[src/rtl/idu_defines.svh]
`ifndef IDU_DEFINES_SVH
`define IDU_DEFINES_SVH

`define XLEN   32
`define ILEN   32
`define REG_AW 5
`define CSR_AW 12

// Major opcodes
`define OPC_LOAD   7'b0000011
`define OPC_STORE  7'b0100011
`define OPC_OPIMM  7'b0010011
`define OPC_OP     7'b0110011
`define OPC_BRANCH 7'b1100011
`define OPC_LUI    7'b0110111
`define OPC_AUIPC  7'b0010111
`define OPC_JAL    7'b1101111
`define OPC_JALR   7'b1100111
`define OPC_SYSTEM 7'b1110011

`define FUNCT7_STD 7'b0000000
`define FUNCT7_ALT 7'b0100000  // SUB and SRA forms

`define SYS_ECALL  12'h000
`define SYS_EBREAK 12'h001
`define MRET_INST  12'h302

`define ALU_ADD  4'd0
`define ALU_SUB  4'd1
`define ALU_SLL  4'd2
`define ALU_SLT  4'd3
`define ALU_SLTU 4'd4
`define ALU_XOR  4'd5
`define ALU_SRL  4'd6
`define ALU_SRA  4'd7
`define ALU_OR   4'd8
`define ALU_AND  4'd9
`define ALU_LUI  4'd10

`define SRC_REG  2'b00
`define SRC_PC   2'b01  // Operand 1 only
`define SRC_IMM  2'b01  // Operand 2 only
`define SRC_ZERO 2'b10

`define MEM_BYTE 2'b00
`define MEM_HALF 2'b01
`define MEM_WORD 2'b10

`define CSR_NONE 2'b00
`define CSR_RW   2'b01
`define CSR_RS   2'b10

`endif

[src/rtl/idu_pkg.sv]
package idu_pkg;

  // R-type view
  typedef struct packed {
    logic [6:0] funct7;
    logic [4:0] rs2;
    logic [4:0] rs1;
    logic [2:0] funct3;
    logic [4:0] rd;
    logic [6:0] opcode;
  } r_fmt_t;

  // I-type view, imm12 doubles as CSR address and system field
  typedef struct packed {
    logic [11:0] imm12;
    logic [4:0]  rs1;
    logic [2:0]  funct3;
    logic [4:0]  rd;
    logic [6:0]  opcode;
  } i_fmt_t;

  typedef union packed {
    r_fmt_t r;  // Register fields
    i_fmt_t i;  // CSR and system field
  } inst_u;

endpackage

[src/rtl/dec_if.sv]
`timescale 1ns/1ps
`include "idu_defines.svh"

interface dec_if;
  localparam int OP_W  = $bits(`ALU_ADD);
  localparam int SEL_W = $bits(`SRC_REG);
  localparam int WID_W = $bits(`MEM_WORD);
  localparam int CSR_W = $bits(`CSR_NONE);

  logic             mem_we;
  logic             mem_en;
  logic [WID_W-1:0] mem_width;
  logic             mem_unsigned;
  logic             reg_wen;
  logic             mem_to_reg;
  logic             jump;
  logic             jalr;
  logic             branch;
  logic [OP_W-1:0]  alu_op;
  logic [SEL_W-1:0] alu_src1_sel;
  logic [SEL_W-1:0] alu_src2_sel;
  logic             ebreak;
  logic             ecall;
  logic             mret;
  logic             csr_we;
  logic [CSR_W-1:0] csr_op;
  logic             illegal;

  modport src (
    output mem_we, mem_en, mem_width, mem_unsigned, reg_wen, mem_to_reg, jump, jalr,
           branch, alu_op, alu_src1_sel, alu_src2_sel, ebreak, ecall, mret, csr_we,
           csr_op, illegal
  );

  modport dst (
    input mem_we, mem_en, mem_width, mem_unsigned, reg_wen, mem_to_reg, jump, jalr,
          branch, alu_op, alu_src1_sel, alu_src2_sel, ebreak, ecall, mret, csr_we,
          csr_op, illegal
  );
endinterface

[src/rtl/ctrl_decode.sv]
`timescale 1ns/1ps
`include "idu_defines.svh"

module ctrl_decode (
  input idu_pkg::inst_u i_inst,
  dec_if.src            ctrl
);
  import idu_pkg::*;

  r_fmt_t w_r;
  i_fmt_t w_i;
  logic   w_f7_std;
  logic   w_f7_alt;
  logic   w_shift;
  logic   w_alt_ok;
  logic   w_illegal;

  function automatic logic [3:0] alu_of(input logic [2:0] f3, input logic alt);
    logic [3:0] op;
    case (f3)
      3'b000:  op = alt ? `ALU_SUB : `ALU_ADD;
      3'b001:  op = `ALU_SLL;
      3'b010:  op = `ALU_SLT;
      3'b011:  op = `ALU_SLTU;
      3'b100:  op = `ALU_XOR;
      3'b101:  op = alt ? `ALU_SRA : `ALU_SRL;
      3'b110:  op = `ALU_OR;
      default: op = `ALU_AND;
    endcase
    return op;
  endfunction

  function automatic logic [1:0] width_of(input logic [2:0] f3);
    logic [1:0] w;
    case (f3[1:0])
      2'b00:   w = `MEM_BYTE;
      2'b01:   w = `MEM_HALF;
      default: w = `MEM_WORD;
    endcase
    return w;
  endfunction

  assign w_r      = i_inst.r;
  assign w_i      = i_inst.i;
  assign w_f7_std = (w_r.funct7 == `FUNCT7_STD);
  assign w_f7_alt = (w_r.funct7 == `FUNCT7_ALT);
  assign w_shift  = (w_r.funct3[1:0] == 2'b01);  // SLL or SRL/SRA
  assign w_alt_ok = (w_r.funct3 == 3'b000) || (w_r.funct3 == 3'b101);

  // Legality only
  always_comb begin
    w_illegal = 1'b0;
    case (w_r.opcode)
      `OPC_LOAD:   w_illegal = (w_r.funct3[1:0] == 2'b11) || (w_r.funct3 == 3'b110);
      `OPC_STORE:  w_illegal = w_r.funct3[2] || (w_r.funct3[1:0] == 2'b11);
      `OPC_OPIMM:  w_illegal = w_shift && !(w_f7_std || (w_f7_alt && w_r.funct3[2]));
      `OPC_OP:     w_illegal = !(w_f7_std || (w_f7_alt && w_alt_ok));
      `OPC_BRANCH: w_illegal = (w_r.funct3[2:1] == 2'b01);
      `OPC_JALR:   w_illegal = (w_r.funct3 != 3'b000);
      `OPC_LUI,
      `OPC_AUIPC,
      `OPC_JAL:    w_illegal = 1'b0;
      `OPC_SYSTEM: begin
        case (w_r.funct3)
          3'b000:  w_illegal = !((w_i.imm12 == `SYS_ECALL) || (w_i.imm12 == `SYS_EBREAK) ||
                                 (w_i.imm12 == `MRET_INST));
          3'b001,
          3'b010:  w_illegal = 1'b0;  // CSRRW, CSRRS
          default: w_illegal = 1'b1;
        endcase
      end
      default:     w_illegal = 1'b1;
    endcase
  end

  always_comb begin
    ctrl.mem_we       = 1'b0;
    ctrl.mem_en       = 1'b0;
    ctrl.mem_width    = `MEM_WORD;
    ctrl.mem_unsigned = 1'b0;
    ctrl.reg_wen      = 1'b0;
    ctrl.mem_to_reg   = 1'b0;
    ctrl.jump         = 1'b0;
    ctrl.jalr         = 1'b0;
    ctrl.branch       = 1'b0;
    ctrl.alu_op       = `ALU_ADD;
    ctrl.alu_src1_sel = `SRC_REG;
    ctrl.alu_src2_sel = `SRC_IMM;
    ctrl.ebreak       = 1'b0;
    ctrl.ecall        = 1'b0;
    ctrl.mret         = 1'b0;
    ctrl.csr_we       = 1'b0;
    ctrl.csr_op       = `CSR_NONE;
    ctrl.illegal      = w_illegal;
    if (!w_illegal) begin
      case (w_r.opcode)
        `OPC_LOAD: begin
          ctrl.mem_en       = 1'b1;
          ctrl.mem_width    = width_of(w_r.funct3);
          ctrl.mem_unsigned = w_r.funct3[2];  // LBU, LHU
          ctrl.reg_wen      = 1'b1;
          ctrl.mem_to_reg   = 1'b1;
        end
        `OPC_STORE: begin
          ctrl.mem_we    = 1'b1;
          ctrl.mem_en    = 1'b1;
          ctrl.mem_width = width_of(w_r.funct3);
        end
        `OPC_OPIMM: begin
          ctrl.reg_wen = 1'b1;
          ctrl.alu_op  = alu_of(w_r.funct3, w_shift & w_r.funct7[5]);  // SRAI
        end
        `OPC_OP: begin
          ctrl.reg_wen      = 1'b1;
          ctrl.alu_op       = alu_of(w_r.funct3, w_r.funct7[5]);  // SUB, SRA
          ctrl.alu_src2_sel = `SRC_REG;
        end
        `OPC_BRANCH: begin
          ctrl.branch       = 1'b1;
          ctrl.alu_src2_sel = `SRC_REG;
          if (!w_r.funct3[2])
            ctrl.alu_op = `ALU_SUB;  // BEQ, BNE
          else
            ctrl.alu_op = w_r.funct3[1] ? `ALU_SLTU : `ALU_SLT;
        end
        `OPC_LUI: begin
          ctrl.reg_wen      = 1'b1;
          ctrl.alu_op       = `ALU_LUI;
          ctrl.alu_src1_sel = `SRC_ZERO;
        end
        `OPC_AUIPC: begin
          ctrl.reg_wen      = 1'b1;
          ctrl.alu_src1_sel = `SRC_PC;
        end
        `OPC_JAL: begin
          ctrl.reg_wen      = 1'b1;
          ctrl.jump         = 1'b1;
          ctrl.alu_src1_sel = `SRC_PC;
        end
        `OPC_JALR: begin
          ctrl.reg_wen = 1'b1;
          ctrl.jump    = 1'b1;
          ctrl.jalr    = 1'b1;
        end
        `OPC_SYSTEM: begin
          ctrl.alu_src2_sel = `SRC_REG;
          if (w_r.funct3 == 3'b000) begin
            ctrl.ecall  = (w_i.imm12 == `SYS_ECALL);
            ctrl.ebreak = (w_i.imm12 == `SYS_EBREAK);
            ctrl.mret   = (w_i.imm12 == `MRET_INST);
          end else begin
            ctrl.reg_wen = (w_r.rd != '0);  // No write to x0
            ctrl.csr_we  = 1'b1;
            ctrl.csr_op  = w_r.funct3[1] ? `CSR_RS : `CSR_RW;
          end
        end
        default: ;
      endcase
    end
  end
endmodule

[src/rtl/dec_reg.sv]
`timescale 1ns/1ps
`include "idu_defines.svh"

module dec_reg (
  input  logic                i_clk,
  input  logic                i_reset,
  input  logic                i_valid,
  input  idu_pkg::inst_u      i_inst,
  input  logic [`XLEN-1:0]    i_imm,
  dec_if.dst                  ctrl,
  output logic                o_valid,
  output logic [`REG_AW-1:0]  o_rs1_addr,
  output logic [`REG_AW-1:0]  o_rs2_addr,
  output logic [`REG_AW-1:0]  o_rd_addr,
  output logic [2:0]          o_funct3,
  output logic [`CSR_AW-1:0]  o_csr_addr,
  output logic [`XLEN-1:0]    o_imm,
  output logic                o_mem_we,
  output logic                o_mem_en,
  output logic [1:0]          o_mem_width,
  output logic                o_mem_unsigned,
  output logic                o_reg_wen,
  output logic                o_mem_to_reg,
  output logic                o_jump,
  output logic                o_jalr,
  output logic                o_branch,
  output logic [3:0]          o_alu_op,
  output logic [1:0]          o_alu_src1_sel,
  output logic [1:0]          o_alu_src2_sel,
  output logic                o_ebreak,
  output logic                o_ecall,
  output logic                o_mret,
  output logic                o_csr_we,
  output logic [1:0]          o_csr_op,
  output logic                o_illegal
);

  // Fields follow the word every cycle
  always_ff @(posedge i_clk) begin
    o_rs1_addr <= i_inst.r.rs1;
    o_rs2_addr <= i_inst.r.rs2;
    o_rd_addr  <= i_inst.r.rd;
    o_funct3   <= i_inst.r.funct3;
    o_csr_addr <= i_inst.i.imm12;
    o_imm      <= i_imm;
  end

  always_ff @(posedge i_clk) begin
    if (i_reset || !i_valid) begin
      o_valid        <= 1'b0;
      o_mem_we       <= 1'b0;
      o_mem_en       <= 1'b0;
      o_mem_width    <= `MEM_WORD;
      o_mem_unsigned <= 1'b0;
      o_reg_wen      <= 1'b0;
      o_mem_to_reg   <= 1'b0;
      o_jump         <= 1'b0;
      o_jalr         <= 1'b0;
      o_branch       <= 1'b0;
      o_alu_op       <= `ALU_ADD;
      o_alu_src1_sel <= `SRC_REG;
      o_alu_src2_sel <= `SRC_IMM;
      o_ebreak       <= 1'b0;
      o_ecall        <= 1'b0;
      o_mret         <= 1'b0;
      o_csr_we       <= 1'b0;
      o_csr_op       <= `CSR_NONE;
      o_illegal      <= 1'b0;
    end else begin
      o_valid        <= 1'b1;
      o_mem_we       <= ctrl.mem_we;
      o_mem_en       <= ctrl.mem_en;
      o_mem_width    <= ctrl.mem_width;
      o_mem_unsigned <= ctrl.mem_unsigned;
      o_reg_wen      <= ctrl.reg_wen;
      o_mem_to_reg   <= ctrl.mem_to_reg;
      o_jump         <= ctrl.jump;
      o_jalr         <= ctrl.jalr;
      o_branch       <= ctrl.branch;
      o_alu_op       <= ctrl.alu_op;
      o_alu_src1_sel <= ctrl.alu_src1_sel;
      o_alu_src2_sel <= ctrl.alu_src2_sel;
      o_ebreak       <= ctrl.ebreak;
      o_ecall        <= ctrl.ecall;
      o_mret         <= ctrl.mret;
      o_csr_we       <= ctrl.csr_we;
      o_csr_op       <= ctrl.csr_op;
      o_illegal      <= ctrl.illegal;
    end
  end

  a_we_has_en: assert property (@(posedge i_clk) disable iff (i_reset)
    o_mem_we |-> o_mem_en);

  // One flow change per instruction
  a_one_flow: assert property (@(posedge i_clk) disable iff (i_reset)
    $onehot0({o_jump, o_branch, o_ecall, o_ebreak, o_mret}));

  // Illegal words carry only the flag
  a_illegal_valid: assert property (@(posedge i_clk) disable iff (i_reset)
    o_illegal |-> o_valid && !(o_mem_en || o_reg_wen || o_jump || o_branch || o_csr_we));
endmodule

[src/rtl/idu_top.sv]
`timescale 1ns/1ps
`include "idu_defines.svh"

module idu_top (
  input  logic                i_clk,
  input  logic                i_reset,
  input  logic [`ILEN-1:0]    i_inst,
  input  logic                i_inst_valid,
  output logic                o_valid,
  output logic [`REG_AW-1:0]  o_rs1_addr,
  output logic [`REG_AW-1:0]  o_rs2_addr,
  output logic [`REG_AW-1:0]  o_rd_addr,
  output logic [2:0]          o_funct3,
  output logic [`CSR_AW-1:0]  o_csr_addr,
  output logic [`XLEN-1:0]    o_imm,
  output logic                o_mem_we,
  output logic                o_mem_en,
  output logic [1:0]          o_mem_width,
  output logic                o_mem_unsigned,
  output logic                o_reg_wen,
  output logic                o_mem_to_reg,
  output logic                o_jump,
  output logic                o_jalr,
  output logic                o_branch,
  output logic [3:0]          o_alu_op,
  output logic [1:0]          o_alu_src1_sel,
  output logic [1:0]          o_alu_src2_sel,
  output logic                o_ebreak,
  output logic                o_ecall,
  output logic                o_mret,
  output logic                o_csr_we,
  output logic [1:0]          o_csr_op,
  output logic                o_illegal
);
  import idu_pkg::*;

  inst_u            w_inst;
  logic [`XLEN-1:0] w_imm;

  dec_if ctrl_bus ();

  assign w_inst = i_inst;  // One word, two views

  imm_gen u_imm_gen (
    .i_inst (w_inst),
    .o_imm  (w_imm)
  );

  ctrl_decode u_ctrl_decode (
    .i_inst (w_inst),
    .ctrl   (ctrl_bus.src)
  );

  dec_reg u_dec_reg (
    .i_valid (i_inst_valid),
    .i_inst  (w_inst),
    .i_imm   (w_imm),
    .ctrl    (ctrl_bus.dst),
    .*                         // Outputs, clock and reset by name
  );
endmodule

[src/rtl/imm_gen.sv]
`timescale 1ns/1ps
`include "idu_defines.svh"

module imm_gen (
  input  idu_pkg::inst_u   i_inst,
  output logic [`XLEN-1:0] o_imm
);
  import idu_pkg::*;

  i_fmt_t           w_i;
  logic [`ILEN-1:0] w_raw;
  logic [`XLEN-1:0] w_imm_i;
  logic [`XLEN-1:0] w_imm_s;
  logic [`XLEN-1:0] w_imm_b;
  logic [`XLEN-1:0] w_imm_u;
  logic [`XLEN-1:0] w_imm_j;

  assign w_i   = i_inst.i;
  assign w_raw = i_inst;

  assign w_imm_i = {{20{w_raw[31]}}, w_i.imm12};
  assign w_imm_s = {{20{w_raw[31]}}, w_raw[31:25], w_raw[11:7]};
  assign w_imm_b = {{20{w_raw[31]}}, w_raw[7], w_raw[30:25], w_raw[11:8], 1'b0};
  assign w_imm_u = {w_raw[31:12], 12'b0};
  assign w_imm_j = {{12{w_raw[31]}}, w_raw[19:12], w_raw[20], w_raw[30:21], 1'b0};

  always_comb begin
    case (w_i.opcode)
      `OPC_OPIMM,
      `OPC_LOAD,
      `OPC_JALR:  o_imm = w_imm_i;
      `OPC_STORE: o_imm = w_imm_s;
      `OPC_BRANCH: o_imm = w_imm_b;
      `OPC_LUI,
      `OPC_AUIPC: o_imm = w_imm_u;
      `OPC_JAL:   o_imm = w_imm_j;
      `OPC_OP:    o_imm = '0;
      default:    o_imm = `XLEN'(1);  // SYSTEM and unknown
    endcase
  end
endmodule

[config.mk]
export PLATFORM = sky130hd
export DESIGN_NAME = idu_top
export DESIGN_NICKNAME = d
export VERILOG_FILES = /design/src/rtl/idu_pkg.sv /design/src/rtl/dec_if.sv /design/src/rtl/ctrl_decode.sv /design/src/rtl/dec_reg.sv /design/src/rtl/idu_top.sv /design/src/rtl/imm_gen.sv
export VERILOG_INCLUDE_DIRS = /design/src /design/src/rtl
export SDC_FILE = /design/constraint.sdc
export NUM_CORES = 1
export LEC_CHECK = 0
export BUFFER_PORTS_ARGS = -buffer_cell sky130_fd_sc_hd__clkbuf_2
export CORE_ASPECT_RATIO = 2
export CORE_MARGIN = 10
export CORE_UTILIZATION = 42
export CTS_BUF_LIST = sky130_fd_sc_hd__clkbuf_8 sky130_fd_sc_hd__clkbuf_16
export CTS_CLUSTER_DIAMETER = 80
export CTS_CLUSTER_SIZE = 30
export DETAILED_ROUTE_END_ITERATION = 10
export GPL_TIMING_DRIVEN = 0
export PLACE_DENSITY = 0.81
export RECOVER_POWER = 100
export SYNTH_ARGS = -nofsm -noshare
export SYNTH_HDL_FRONTEND = slang
export SYNTH_SLANG_ARGS = --single-unit
[constraint.sdc]
create_clock -name i_clk -period 1.9 [get_ports i_clk]
set_input_delay 0.19 -clock i_clk [delete_from_list [all_inputs] [get_ports i_clk]]
set_output_delay 0.19 -clock i_clk [all_outputs]
set_load 0.01 [all_outputs]
==> results of run 1 <==
==> cells by family (layout without fill, tap and decap cells) <==
| group | after synthesis | after routing | share of synthesized area [%] |
|---|---|---|---|
| XOR/XNOR | 1 | 1 | 0.3032 |
| other | 1 | 1 | 0.1298 |
| flip-flops | 82 | 82 | 56.82 |
| AO/OA/AOI/OAI | 61 | 61 | 15.46 |
| buffers and inverters | 26 | 181 | 5.804 |
| AND/OR/NAND/NOR | 95 | 95 | 21.48 |
==> metrics by stage <==
stage	cells	total power, uW	hold WS, ns	TNS [ns]	area, um^2
finish	509	3671	0.05301	0	4019
global route	509	3791	0.04914	-0.07179	4019
CTS	501	3703	0.01449	0	4005
detailed placement	474	2131	0.3156	-12.01	3600
global placement	474	2126	0.3066	-11.83	3600
floorplan	266	1973	0.2177	-0.3617	2889
==> layout make-up <==
class                           count  area, um^2  area share, %
Clock inverter                      4       20.02         0.4981
Clock buffer                       11       252.7          6.289
Sequential cell                    82        1642          40.85
Buffer                             18       142.6          3.549
Multi-Input combinational cell    158        1142          28.42
Tap cell                           88       110.1          2.740
Timing Repair Buffer              141       683.2          17.00
Inverter                            7       26.28         0.6538
==> timing repair <==
action,4_1_cts,5_1_grt
pin swaps,1,12
gates cloned,0,1
hold buffers,11,2
gates resized for setup,2,18
endpoints found under the hold margin,11,2
endpoints found under the setup margin,13,22
buffers inserted,1,6
==> path summary, 6_finish.rpt <==
check / from / endpoint / slack [ns] / cells past startpoint
max: i_inst[27] / u_dec_reg.o_csr_op[0]$_SDFF_PP0_ / 0.02 / 8
min: i_inst[31] / u_dec_reg.o_csr_addr[11]$_DFF_P_ / 0.05 / 1
==> layer usage <==
metal / wire length (um) / up-vias
met5: 0 / -
met4: 235 / 0
met3: 698 / 16
met2: 5729 / 121
met1: 3098 / 1256
li1: - / 1263
==> where the power goes <==
part	internal [uW]	leakage (uW)	switching, uW
logic	128	0.000889	213
clock network	935	0.000140	614
registers	1770	0.000672	13.9
total	2830	0.00170	841
==> layout by cell type, fill, tap and decap left out, drive strengths merged, types with 2 or more instances in the layout <==
cell type    instances
nor4                10
clkbuf             136
nand2                7
a22o                 5
and3                 5
nand4                4
nand4b               3
dlygate4sd3         13
nor2                12
dfxtp               82
a21oi                7
or3                  3
nand2b               5
a21o                22
and2                 8
a211oi               2
buf                 21
nand3               11
inv                  9
or4                  3
a32oi                3
nor2b                3
a21boi               2
nor3                18
o31ai                4
o21ai                6
==> metrics list, run 1 <==
* Final net count: ~450
- Overall die area: 0.01080 mm^2
* Wirelength, routed: between 9000 and 10000 um
- For this run, global-route usage on met2 was measured as roughly 33%.
- Synthesized area divided by synthesized cell count: between 10 and 15 um^2
- Share of flip-flops with an asynchronous set or reset after synthesis: 0%
* Gate count of the mapped netlist: between 200 and 300
* CP most frequent cell: sky130_fd_sc_hd__or4_4
- Count of flip-flops with a built-in enable after synthesis: 0
* Post-detailed-placement half-perimeter wirelength: 7248 um
- Data arrives at the worst endpoint at approximately 2.1 ns.
- The largest individual stage delay along the critical path comes from the cell sky130_fd_sc_hd__or4_4.
* Top delay family on crit path: simple AND/OR/NAND/NOR gates
- Clock tree root buffer cell: sky130_fd_sc_hd__clkbuf_16
- The commonest cells after synthesis are 82 x sky130_fd_sc_hd__dfxtp_1, 21 x sky130_fd_sc_hd__a21o_1, 12 x sky130_fd_sc_hd__nor2_1, 11 x sky130_fd_sc_hd__nand3_1, 9 x sky130_fd_sc_hd__nor3_2.
- Required time at the endpoint of the critical path: between 2 and 2.5 ns
- Once detail routing completed, the nets flagged for antenna violations numbered 0.
- The via count of the first global-routing pass is between 2000 and 3000.
- Total power density per cell area: around 910 mW/mm^2
- At the end of the flow the core is filled with cells to 60.22%.
* Cell leakage power: around 0.0017 uW
- In this design, the stage delay of the slowest critical-path cell is around 0.53 ns.
- Worst path setup slack after routing: between 0.02 and 0.025 ns
* CTS tree: built
- Wire length of the first global-routing pass: ~15000 um
- STA classifies the critical path startpoint as a primary input.
* Routability-driven placement congestion ratio: approximately 0.94
* Final worst-path cycle share: a little over nine tenths
* Number of buffers and inverters on the critical path: 3
* Worst-path fanout max: 6
* Ant. Diodes: 0
- Cell types with the largest area share after synthesis: sky130_fd_sc_hd__dfxtp_1 57%, sky130_fd_sc_hd__a21o_1 5.5%, sky130_fd_sc_hd__nor3_2 3.1%, sky130_fd_sc_hd__buf_4 2.1%, sky130_fd_sc_hd__nand3_1 1.9%
- In this run the core area contains 42 standard-cell rows.
- Before CTS, the worst setup slack after placement is -0.6303 ns.
* Register bit total from synthesis: between 80 and 90
- Largest net degree at the start of global routing: 13
- Buffers on Ports: 120
- Measured along the y axis, the die boundary spans approximately 140 um.
- Most flop-heavy register: u_dec_reg.o_imm
- Global routing consumed, on the met1 layer, 14.94% of the routing resources.
- For the pin with the worst max-slew slack, the measured transition is between 0.6 and 0.7 ns.
- Detail-routed net length per standard cell: 19.18 um
* DRC violation total after the first TritonRoute iteration: ~230
- For this run, the total global-route usage over all layers was measured as around 18%.
* Fraction of layout instances using a drive strength above 1: a little under a fifth
* Area share of the largest cell type after synthesis: between 50% and 60%
- Final Max Slew Viols: 0
* Cell area after synthesis: between 0.002 and 0.003 mm^2
- Final setup violating endpoints: 0
- In the post-synthesis netlist, the cell with the most instances is sky130_fd_sc_hd__dfxtp_1.
* Initial antenna violation count: 0
- TritonCTS sink count: 82
- Number of library cell types mapped by synthesis: 53
- After clock tree synthesis, the clock-pin slew on the worst setup and hold paths is approximately 0.060 ns.
- Outcome: finished, final reports clean
* CTS max path bufs: 2
- Final min period: between 1.5 and 2 ns
- During synthesis, Yosys emitted a total of 0 warnings.
- The pre-antenna-repair detailed-routing pass consisted of 5 iterations.
- Portion of the post-synthesis area used by sequential elements: 56.82%
* Floorplan core area: around 0.0067 mm^2
- Walking the worst path, the cells encountered are buf_4 > or4_4 > nor3_4 > a211oi_2 > or4_4 > buf_6 > buf_12 > nor3_2.
* Vias: roughly 2700
- Chip width: 78.65 um
- Buffers inserted during clock tree synthesis total 9.
- Number of fill cells in the layout: between 600 and 700
- Start-to-end type of the worst setup path: in2reg
- Derived from the worst setup path, the maximum achievable clock frequency is approximately 530 MHz.
* Top Usage Layer GRT: met2
- Measured against its own limit, the worst slew margin works out to 54.32%.
- Detailed-route DRC error count: 0
* Biggest registers after layout: u_dec_reg.o_imm: 32 flops, u_dec_reg.o_csr_addr: 8 flops
- Counting every net in the synthesized netlist gives 301.
- IR analysis of the VDD net gives a maximum drop of slightly below 0.6 mV.
- Max-cap violations in this run came to 0.
- Synth-to-Final Area Change: 39.11%
- In this run the number of H-tree levels came out at 3.
* Biggest area consumer among synthesized cells: sky130_fd_sc_hd__dfxtp_1
* Global Route met3 Usage: 6.266%
* Number of flip-flops under the largest register name: 32
- Final hold violation count: 0
* Synth Flop Type: sky130_fd_sc_hd__dfxtp_1
- The tightest min-delay check is of the in2reg type.
- STA classifies the critical path endpoint as a register.
- Initial Utilization: 43.29%
- After detailed routing, the number of vias per cell comes to 5.218.
- Remaining Overflow, GRT: 0
- Number of top-level design ports: 123
(Power assumes the default switching activity.)
==> run 2, diff against run 1 <==
REMOVE_ABC_BUFFERS = 1   (was not set)
==> run 2 against run 1 <==
Compared with the run above:
- sequential power about the same
- routed wire length decreased by 5.0%
- critical path depth decreased by 2
- critical path type unchanged
- hold slack got worse by 0.013 ns
- largest power group unchanged
- flip-flop and latch count unchanged
- clock power increased by 13%
- highest routed layer unchanged
- sequential share of layout area increased by 1.8 points
==> metrics list, run 2 (synthesis gave the netlist of run 1 again) <==
- The share of the core filled with cells in the final layout was 57.69% (-2.5 points).
- The worst ir drop on vdd is 0.8156 mV (+41%).
- Nature of the critical path endpoint: register
* Ordered list of cells on the worst path: clkbuf_1 > nor4_2 > a311oi_2 > or4_4 > buf_12 > nor3_1
* Startpoint of the most critical hold path: i_inst[20]
* Clock H-tree levels: 3 (unchanged)
- The worst relative slew slack came to 56.31% (+2.0 points).
- The height of the die came to 137.3 um (unchanged).
- The arrival time at the worst endpoint is 2.09 ns (-0.04 ns).
- Fraction of layout instances using a drive strength above 1: 15.54% (-2.8 points)
* Slew @ Worst Pin: 0.6554 ns (-0.02473 ns)
- In the final layout, the registers with the most flip-flops are u_dec_reg.o_imm: 32 flops, u_dec_reg.o_csr_addr: 8 flops.
* Startpoint kind of the worst setup timing path: primary input
* # rows: 42 (unchanged)
* Final net count: 429 (-5.1%)
- The number of antenna violations at the first check in global routing is 0 (unchanged).
- Maximum clock frequency: 546.0 MHz (+2.4%)
- The global routing usage summed across all routing layers came to 16.92% (-0.63 points).
* Initial Utilization: 43.29% (unchanged)
* Synth-to-Final Area Change: 33.26%
- The filler cell count in the final layout came to 650 (+2.5%).
- The iteration count of the initial detailed-routing pass was 4 (-1).
- The global-route wire length before repair was 13990 um (-3.8%).
- Floorplan core area: 0.006674 mm^2 (unchanged)
- Delay contributed by the slowest stage of the critical path: 0.61 ns (+0.08 ns)
- Post-detailed-placement half-perimeter wirelength: 6904 um (-4.7%)
- The DRC violation count after routing came to 0 (unchanged).
- The area of the die was 0.01080 mm^2 (unchanged).
* Remaining Overflow, GRT: 0 (unchanged)
- Final worst-path cycle share: 96.40% (-2.3 points)
- Required time at the endpoint of the critical path: 2.16 ns (about the same)
- Final min period: 1.832 ns (-0.04369 ns)
* Start-to-end type of the worst setup path: in2reg
* Most common cell after layout, fill and taps aside: sky130_fd_sc_hd__clkbuf_1
- Wirelength, routed: 9274 um (-5.0%)
- DRC violation total after the first TritonRoute iteration: 262 (+15%)
- The final hold violation count came to 0 (unchanged).
* Cell leakage power: 0.001596 uW (-6.2%)
* Tightest hold margin: 0.03999 ns (-0.01303 ns)
- Buffers on Ports: 121 (+0.83%)
* Chip width: 78.65 um (unchanged)
* Final setup TNS: 0 ns (unchanged)
- The average detailed-routed wire length per instance was 19.04 um (-0.70%).
* Largest net degree at the start of global routing: 20 (+7)
- Total power density per cell area: 995.6 mW/mm^2 (+9.0%)
* Number of flip-flops under the largest register name: 32 (unchanged)
* Antenna Nets Post-Route: 0 (unchanged)
* Min-Delay Path Depth: 1 (unchanged)
* Max-Cap Viols: 0 (unchanged)
- Final Max Slew Viols: 0 (unchanged)
- Number of buffers and inverters on the critical path: 2 (-1)
- Via count of the first global-routing pass: 2656 (-4.4%)
* Top delay family on crit path: simple AND/OR/NAND/NOR gates
- Cell area after layout: 0.003850 mm^2 (-4.2%)
- Total placed instance area: 0.003483 mm^2 (-3.2%)
* TritonCTS sink count: 82 (unchanged)
* Clock buffer count from CTS: 9 (unchanged)
- CTS placed an instance of sky130_fd_sc_hd__clkbuf_16 at the clock tree root.
* Most flop-heavy register: u_dec_reg.o_imm
- The count of inserted antenna diode cells came to 0 (unchanged).
* Vias per cell: 5.251 (+0.62%)
* Vias: 2557 (-3.7%)
- The clock transition at the registers of the reported paths came to 0.06 ns (about the same).
* CTS tree: built
- Routability-driven placement congestion ratio: 0.8917 (-4.8%)
- The run finished with clean final reports.
* Commonest non-fill, non-tap cells in the layout: 109 x sky130_fd_sc_hd__clkbuf_1, 82 x sky130_fd_sc_hd__dfxtp_1, 21 x sky130_fd_sc_hd__a21o_1
- Worst setup path startpoint: i_inst[30]
- The path with the worst hold slack has its endpoint at u_dec_reg.o_rs2_addr[0]$_DFF_P_.
- Final setup violating endpoints: 0 (unchanged)
- The tightest min-delay check is of the in2reg type.
- Worst-path fanout max: 8 (+2)
- The number of buffers between clock root and the deepest sink is 2 (unchanged).
- The count of pins on the block boundary is 123 (unchanged).
* Worst path slowest cell: sky130_fd_sc_hd__or4_4
## run 2: changes by cell type in the layout (fill, tap and decap cells not counted), moves of 2 or more
cell,delta
sky130_fd_sc_hd__buf_4,-13
sky130_fd_sc_hd__and2_0,-5
sky130_fd_sc_hd__buf_2,+2
sky130_fd_sc_hd__clkbuf_1,-2
sky130_fd_sc_hd__and2_1,+5
sky130_fd_sc_hd__dlygate4sd3_1,-4
## run 2: stage by stage
| step | setup slack, ns | cells | total power, uW |
|---|---|---|---|
| finish | 0.06836 | 487 | 3833 |
| global route | -0.02293 | 487 | 3960 |
| CTS | 0.02532 | 482 | 3871 |
| detailed placement | -0.7040 | 457 | 2108 |
| global placement | -0.7198 | 456 | 2099 |
| floorplan | -0.1687 | 247 | 1936 |
## run 2: final cells by class
cell class	instances	area, um^2	area share, %
Clock buffer	11	252.7	6.565
Clock inverter	5	53.80	1.397
Inverter	7	26.28	0.6825
Multi-Input combinational cell	158	1141	29.64
Sequential cell	82	1642	42.64
Tap cell	88	110.1	2.860
Timing Repair Buffer	136	624.3	16.22
## run 2: layer usage
layer	track usage, %	vias to the layer above	wire (um)
li1	-	1211	-
met3	7.572	19	816
met4	9.218	0	227
met2	31.53	115	5277
met1	14.42	1212	2953
met5	0	-	0
## run 2: timing repair
action | in CTS | in global routing
resized for setup | 4 | 8
hold buffers | 9 | 0
buffers inserted | 0 | 5
endpoints found under the setup margin | 26 | 21
pin swaps | 0 | 1
hold endpoints to repair | 9 | 0
## run 2: worst max path at each step
stage	end	slack, ns	depth (start not counted)
final	u_dec_reg.o_mem_unsigned$_SDFF_PP0_	0.07	6
after global routing	u_dec_reg.o_illegal$_SDFF_PN0_	-0.02	6
after CTS	u_dec_reg.o_csr_we$_SDFF_PP0_	0.03	6
after detailed placement	u_dec_reg.o_csr_we$_SDFF_PP0_	-0.70	5
after floorplan	u_dec_reg.o_csr_op[1]$_SDFF_PP0_	-0.17	5
after global placement	u_dec_reg.o_imm[12]$_DFF_P_	-0.72	5
## run 2: power by group
group          switching [uW]  leakage, uW  total, uW  internal, uW
logic                     206     0.000775        306           100
registers                12.7     0.000672       1780          1760
clock network             669     0.000149       1750          1080
